`src/weight_config.svh`:
```
`ifndef WEIGHT_CONFIG_SVH
`define WEIGHT_CONFIG_SVH

// ------------------------------------------------------------
// Weight store geometry
// ------------------------------------------------------------

// Lanes per row. Each increment carries one step per lane.
`define WM_WIDTH 16

// Rows in the store.
`define WM_DEPTH 8

// Bits per signed weight.
`define WM_BITWIDTH 8

`endif

```
`src/weight_pkg.sv`:
```
`include "weight_config.svh"

package weight_pkg;

    // ------------------------------------------------------------
    // Scalar types
    // ------------------------------------------------------------
    typedef logic signed [`WM_BITWIDTH-1:0] weight_t;
    typedef logic [$clog2(`WM_WIDTH)-1:0]   lane_idx_t;
    typedef logic [$clog2(`WM_DEPTH)-1:0]   row_idx_t;
    typedef logic signed [1:0]              step_t;     // Range -2 to +1.

    // Instruction word. The op bit is the MSB and the row index the LSBs.
    typedef struct packed {
        logic      op;                                  // 0 is load, 1 is increment.
        lane_idx_t lane;
        row_idx_t  row;
    } inst_t;

    // Step i sits in bits 2i+1:2i; a load value uses the low byte.
    typedef logic [2*`WM_WIDTH-1:0] data_t;

    // ------------------------------------------------------------
    // Decoded command and weight storage
    // ------------------------------------------------------------
    typedef struct packed {
        logic                     valid;
        logic                     op;
        lane_idx_t                lane;
        row_idx_t                 row;
        weight_t                  value;
        step_t [`WM_WIDTH-1:0]    steps;
    } cmd_t;

    typedef weight_t [`WM_WIDTH-1:0]     weight_row_t;
    typedef weight_row_t [`WM_DEPTH-1:0] weight_array_t;    // Indexed by row, then lane.

endpackage

```
`src/wm_cmd_decoder.sv`:
```
`timescale 1ns/1ps
`include "weight_config.svh"

module wm_cmd_decoder (
    input  logic              clk,
    input  logic              rst_n,
    input  logic              exec,
    input  weight_pkg::inst_t inst,
    input  weight_pkg::data_t data,
    output weight_pkg::cmd_t  cmd
);

    weight_pkg::cmd_t cmd_next;

    // ------------------------------------------------------------
    // Field unpacking
    // ------------------------------------------------------------
    always_comb begin
        cmd_next = '0;                                  // Idle cycles leave every field at zero.
        if (exec) begin
            cmd_next.valid = 1'b1;
            cmd_next.op    = inst.op;
            cmd_next.lane  = inst.lane;
            cmd_next.row   = inst.row;
            if (inst.op) begin
                cmd_next.steps = data;                  // Lane i takes bits 2i+1:2i.
            end else begin
                cmd_next.value = weight_pkg::weight_t'(data[`WM_BITWIDTH-1:0]);
            end
        end
    end

    // One register stage; valid lasts a single cycle per strobe.
    always_ff @(posedge clk or negedge rst_n) begin
        if (!rst_n) begin
            cmd <= '0;
        end else begin
            cmd <= cmd_next;
        end
    end

    // ------------------------------------------------------------
    // Checks
    // ------------------------------------------------------------
    // An unknown strobe would corrupt the bank one cycle later.
    a_exec_known: assert property (
        @(posedge clk) disable iff (!rst_n)
        !$isunknown(exec)
    ) else $error("exec is unknown while out of reset.");

endmodule

```
`src/wm_weight_bank.sv`:
```
`timescale 1ns/1ps
`include "weight_config.svh"

module wm_weight_bank (
    input  logic                       clk,
    input  logic                       rst_n,
    input  weight_pkg::cmd_t           cmd,
    output weight_pkg::weight_array_t  weights
);

    localparam int unsigned BW = `WM_BITWIDTH;

    // Signed limits, one bit wider than a weight to compare against the sum.
    localparam logic signed [BW:0] W_MAX = {2'b00, {(BW-1){1'b1}}};
    localparam logic signed [BW:0] W_MIN = {2'b11, {(BW-1){1'b0}}};

    weight_pkg::weight_row_t cur_row;
    weight_pkg::weight_row_t inc_row;

    // ------------------------------------------------------------
    // Saturating add of one step to one weight
    // ------------------------------------------------------------
    function automatic weight_pkg::weight_t sat_add(
        input weight_pkg::weight_t w,
        input weight_pkg::step_t   s
    );
        logic signed [BW:0] sum;
        sum = w + s;                                    // Both operands sign-extend to BW+1.
        if (sum > W_MAX) begin
            return weight_pkg::weight_t'(W_MAX[BW-1:0]);
        end else if (sum < W_MIN) begin
            return weight_pkg::weight_t'(W_MIN[BW-1:0]);
        end
        return weight_pkg::weight_t'(sum[BW-1:0]);
    endfunction

    // Row under increment, taken from the array as it stands this cycle.
    assign cur_row = weights[cmd.row];

    always_comb begin
        for (int i = 0; i < `WM_WIDTH; i++) begin
            inc_row[i] = sat_add(cur_row[i], cmd.steps[i]);
        end
    end

    // ------------------------------------------------------------
    // Weight storage
    // ------------------------------------------------------------
    always_ff @(posedge clk or negedge rst_n) begin
        if (!rst_n) begin
            weights <= '0;
        end else if (cmd.valid) begin
            if (cmd.op) begin
                weights[cmd.row] <= inc_row;            // All lanes of the row at once.
            end else begin
                weights[cmd.row][cmd.lane] <= cmd.value;
            end
        end
    end

    // ------------------------------------------------------------
    // Checks
    // ------------------------------------------------------------
    // The decoder forwards the row unchanged, so an out of range row
    // means the instruction word itself was bad.
    a_row_in_range: assert property (
        @(posedge clk) disable iff (!rst_n)
        cmd.valid |-> (int'(cmd.row) < `WM_DEPTH)
    ) else $error("Command row %0d is outside the store.", cmd.row);

endmodule

```
`src/wm_read_port.sv`:
```
`timescale 1ns/1ps
`include "weight_config.svh"

module wm_read_port (
    input  logic                       clk,
    input  logic                       rst_n,
    input  weight_pkg::inst_t          inst,
    input  weight_pkg::weight_array_t  weights,
    output weight_pkg::weight_t        read_reg
);

    weight_pkg::weight_t sel_weight;

    // ------------------------------------------------------------
    // Address decode
    // ------------------------------------------------------------
    // The address comes straight from the instruction bus, so the read
    // value follows the instruction even while no command executes.
    assign sel_weight = weights[inst.row][inst.lane];

    always_ff @(posedge clk or negedge rst_n) begin
        if (!rst_n) begin
            read_reg <= '0;
        end else begin
            read_reg <= sel_weight;                     // Pre-edge bank value.
        end
    end

    // ------------------------------------------------------------
    // Checks
    // ------------------------------------------------------------
    a_lane_in_range: assert property (
        @(posedge clk) disable iff (!rst_n)
        int'(inst.lane) < `WM_WIDTH
    ) else $error("Read lane %0d is outside the store.", inst.lane);

endmodule

```
`src/weight_manager.sv`:
```
`timescale 1ns/1ps

module weight_manager (
    input  logic                       clk,
    input  logic                       rst_n,
    input  logic                       exec,
    input  weight_pkg::inst_t          inst,
    input  weight_pkg::data_t          data,
    output weight_pkg::weight_t        read_reg,
    output weight_pkg::weight_array_t  weights
);

    // ------------------------------------------------------------
    // Internal links
    // ------------------------------------------------------------
    weight_pkg::cmd_t cmd;                              // Decoder to bank.

    // ------------------------------------------------------------
    // Input side
    // ------------------------------------------------------------
    wm_cmd_decoder u_cmd_decoder (
        .clk   (clk),
        .rst_n (rst_n),
        .exec  (exec),
        .inst  (inst),
        .data  (data),
        .cmd   (cmd)
    );

    // ------------------------------------------------------------
    // Weight storage
    // ------------------------------------------------------------
    wm_weight_bank u_weight_bank (
        .clk     (clk),
        .rst_n   (rst_n),
        .cmd     (cmd),
        .weights (weights)
    );

    // ------------------------------------------------------------
    // Output side
    // ------------------------------------------------------------
    // The read address bypasses the decoder register.
    wm_read_port u_read_port (
        .clk      (clk),
        .rst_n    (rst_n),
        .inst     (inst),
        .weights  (weights),
        .read_reg (read_reg)
    );

endmodule

```
`config.mk`:
```
export PLATFORM = sky130hd
export DESIGN_NAME = weight_manager
export DESIGN_NICKNAME = d
export VERILOG_FILES = /design/src/weight_pkg.sv /design/src/wm_cmd_decoder.sv /design/src/wm_weight_bank.sv /design/src/wm_read_port.sv /design/src/weight_manager.sv
export VERILOG_INCLUDE_DIRS = /design/src
export SDC_FILE = /design/constraint.sdc
export NUM_CORES = 2
export LEC_CHECK = 0
export BUFFER_PORTS_ARGS = -buffer_cell sky130_fd_sc_hd__buf_2
export CORE_AREA = 5 5 419 421
export CTS_CLUSTER_DIAMETER = 150
export DETAILED_ROUTE_END_ITERATION = 8
export DIE_AREA = 0 0 424 426
export MAX_ROUTING_LAYER = met4
export RECOVER_POWER = 50
export SYNTH_ARGS = -nofsm -noshare
export SYNTH_HDL_FRONTEND = slang
export SYNTH_HIERARCHICAL = 1
export SYNTH_SLANG_ARGS = --single-unit
```
`constraint.sdc`:
```
create_clock -name clk -period 4.7 [get_ports clk]
set_input_delay 0.47 -clock clk [delete_from_list [all_inputs] [get_ports clk]]
set_output_delay 0.47 -clock clk [all_outputs]
set_load 0.005 [all_outputs]
```
==> results.sh <==
export IMPL_firstDrtPassIters=9
export IMPL_layout_nets=8028
export IMPL_clock_path_buffers=3
export IMPL_ios=1075
export IMPL_fmax_mhz=215.2
export IMPL_antenna_found_initial=49
export IMPL_status="complete, but fails checks"
export IMPL_die_area_um2=180600
export IMPL_final_common_cell="dfrtp_1"
export IMPL_place_ws_ps=108.9
export IMPL_period_share_pct=98.87
export IMPL_worst_setup_path_type="register to register"
export IMPL_dr_total_vias=70240
export IMPL_startpoint_type="register"
export IMPL_cts_tree="built"
export IMPL_synth_seq_cells=1081
export IMPL_dp_hpwl_mm=285.7
export IMPL_path_depth=15
export IMPL_cts_clk_slew_worst_paths_ps=60
export IMPL_seqPwrFrac_pct=39.5
export IMPL_synth_nets=7067
export IMPL_p_sw_w=0.009880
export IMPL_slew_violations=636
export IMPL_drt_iter0_drc=11860
export IMPL_globalplace_congestion=1.032
export IMPL_cp_cell_sequence="nand2b_1 -> nor2_4 -> buf_4 -> buf_12 -> a22oi_1 -> nand4_1 -> ha_1 -> inv_1 -> fa_1 -> nor2b_1 -> o31a_1 -> o31a_1 -> o22a_1 -> a21oi_1 -> o31ai_1"
export IMPL_synth_cells=6880
export IMPL_portBuffers=1074
export IMPL_power_density_nw_per_um2=360.0
export IMPL_post_route_drc_count=0
export IMPL_yosys_warnings=6
export IMPL_syn_cell_area_um2=65580
export IMPL_worst_pin_slew_ps=4175
export IMPL_leakage_nw=33.64
export IMPL_slew_limit_headroom_pct=-178.4
export IMPL_fin_ws_ps=53.15
export IMPL_startpoint="u_cmd_decoder/cmd[41]"
export IMPL_worst_setup_path_end_kind="register"
export IMPL_path_delay_family="compound AO/OA/AOI/OAI gates"
export IMPL_grt_pass1_vias=64610
export IMPL_yosys_cell_types_count=96
export IMPL_vias_per_cell=6.872
export IMPL_post_route_min_period_ps=4647
export IMPL_insertion_delay_ps=790
export IMPL_hold_viol=0
export IMPL_initial_utilization_pct=38.36
export IMPL_largest_reg_flops=1024
export IMPL_critPathSlowestCell="a21oi_1"
export IMPL_die_width_um=424
export IMPL_synthArstFlopShare_pct=100.0
export IMPL_syn_area_per_cell_um2=9.532
export IMPL_layoutNonFillerInstCount=10220
export IMPL_synth_main_ff_cell="dfrtp_1"
export IMPL_pwr_share_comb_pct=23.0
export IMPL_finish_utilization_pct=46.19
export IMPL_violations="capacitance limit, slew limit"
export IMPL_rsz0062_at_grt="false"
export IMPL_cts_buffers=130
export IMPL_p_sw_share_pct=34.76
export IMPL_skew_ps=35.04
export IMPL_die_h_um=426
export IMPL_setup_viol=0
export IMPL_grt_ovfl_total=0
export IMPL_worstSetupEndpoint="u_weight_bank/weights[413]"
export IMPL_ys_seq_area_share_pct=41.25
export IMPL_critical_path_buf_inv_count=3
export IMPL_synth_edf_count=0
export IMPL_critPathRequiredTime_ps=5300
export IMPL_ant_nets=0
export IMPL_final_cell_mix="1078 x dfrtp_1, 945 x nand2_1, 860 x a21oi_1"
export IMPL_reg2reg_slack_ps=50
export IMPL_ir_worst_vdd_uv=403.0
export IMPL_cpMostUsedCell="o31a_1"
export IMPL_pwr_share_clk_pct=37.5
export IMPL_r2r_cells=15
export IMPL_hp_class="input port to register"
export IMPL_r2r_end="u_weight_bank/weights[413]"
export IMPL_critPathMaxFanout=19
export IMPL_drive_gt1_share_pct=22.37
export IMPL_core_um2=171000
export IMPL_grt_pass1_wl_mm=541.6
export IMPL_rows=152
export IMPL_grtUsageTotal_pct=43.57
export IMPL_area_growth_pct=20.42
export IMPL_routed_wl_mm=396.3
export IMPL_dpl_cell_count=9905
export IMPL_cts_sink_count=1081
export IMPL_cpPeakStageDelay_ps=820
export IMPL_routedWlPerCell_um=38.77
export IMPL_p_int_w=0.01855
export IMPL_finalSetupTns_ps=0
export IMPL_rr_startpoint="u_cmd_decoder/cmd[41]"
export IMPL_cts_root_buffer_cell="clkbuf_16"
export IMPL_drv_cap=11
export IMPL_arrival_ps=5240
export IMPL_grt_max_degree=114
export IMPL_ctsHtreeMaxLevel=4
==> worst min-delay path by stage <==
| stage | end | slack, ps | cells after the start | from |
|---|---|---|---|---|
| final | u_cmd_decoder/cmd[0] | 20 | 2 | data[0] |
| after global routing | u_cmd_decoder/cmd[0] | 20 | 2 | data[0] |
| after CTS | u_cmd_decoder/cmd[0] | 3 | 2 | data[0] |
| after detailed placement | u_weight_bank/weights[763] | 520 | 2 | u_weight_bank/weights[763] |
| after global placement | u_weight_bank/weights[739] | 500 | 2 | u_weight_bank/weights[739] |
| after floorplan | u_cmd_decoder/cmd[0] | 170 | 0 | rst_n |
==> metrics by stage <==
stage          hold WS (ps)  instance area [um2]  power (W)
3_3_place_gp          504.4                74600    0.01757
6_report              23.51                78970    0.02843
5_1_grt               17.53                78940    0.02918
3_5_place_dp          518.3                74600    0.01765
2_1_floorplan         174.4                65580    0.01413
4_1_cts               3.263                79270    0.02823
==> cells in the mapped netlist (16+ instances only) <==
library cell / instances / area, um2
nand2b_1: 24 / 150.1
mux4_2: 336 / 7567
nand4_1: 118 / 738.2
inv_1: 83 / 311.6
mux2_2: 32 / 360.4
xnor2_1: 53 / 464.2
a21o_1: 30 / 225.2
nand3_1: 18 / 90.09
a31oi_1: 70 / 437.9
ha_1: 128 / 1602
clkbuf_1: 397 / 1490
buf_2: 51 / 255.2
dfrtp_1: 1081 / 27050
o21ai_0: 652 / 3263
o22ai_1: 17 / 106.4
nand2_1: 945 / 3547
nor2b_1: 33 / 206.5
a22oi_1: 512 / 3844
nor3_1: 31 / 155.2
mux2i_1: 20 / 200.2
fa_1: 16 / 320.3
a211oi_1: 50 / 375.4
maj3_1: 34 / 340.3
maj3_2: 23 / 259.0
buf_1: 96 / 360.4
a21oi_1: 860 / 4304
o21ai_1: 30 / 150.1
and3_1: 41 / 256.5
o31ai_1: 297 / 2230
o21bai_1: 16 / 120.1
and2_1: 17 / 106.4
and4_1: 16 / 140.1
o21a_1: 40 / 300.3
o31a_1: 17 / 148.9
o211ai_1: 58 / 435.4
nor2_1: 449 / 1685
==> worst reg2reg max path, stage by stage (launching register included) <==
cell	delay (ps)
dfrtp_2	510
nand2b_1	330
nor2_4	80
buf_4	150
buf_12	160
a22oi_1	270
nand4_1	290
ha_1	350
inv_1	100
fa_1	230
nor2b_1	80
o31a_1	280
o31a_1	310
o22a_1	310
a21oi_1	820
o31ai_1	210
==> routing by layer <==
layer / part of all wire (%) / vias to the layer above / GRT usage (%)
met1: 36 / 34690 / 53.24
met5: 0 / - / -
li1: - / 27920 / -
met2: 41 / 5988 / 59.96
met3: 12 / 1648 / 12.50
met4: 10 / 0 / 34.92
==> layout make-up <==
type                       instances  area, um2
antenna                           47      117.6
clock buffer                     193       3935
clock inverter                    40      499.2
fill                           16520      92010
inverter                          85      319.1
multi-input combinational       5149      36180
sequential                      1081      27050
tap                             2233       2794
timing repair buffer            1394       8068
==> cell families after synthesis <==
kind of cell             share of synthesized area, %
flip-flops                                      41.25
XOR/XNOR                                       0.9807
AO/OA/AOI/OAI                                   26.12
AND/OR/NAND/NOR                                 11.45
adder cells (fa/ha/maj)                         3.845
buffers and inverters                           3.967
multiplexers                                    12.39
==> power by group through the flow <==
stage / Sequential (W) / Clock [W] / Combinational, W
2_1_floorplan: 0.0108 / 0 / 0.00330
3_3_place_gp: 0.0113 / 0 / 0.00628
3_5_place_dp: 0.0113 / 0 / 0.00634
4_1_cts: 0.0111 / 0.0107 / 0.00638
5_1_grt: 0.0113 / 0.0111 / 0.00684
6_report: 0.0112 / 0.0107 / 0.00653
==> timing repair <==
action | 4_1_cts | 5_1_grt
hold buffers | 23 | 0
setup endpoints to repair | 0 | 411
resized for setup | 0 | 4
hold endpoints to repair | 80 | 0
buffers inserted | 0 | 14
No activity file was read; power rests on OpenSTA's default activity.
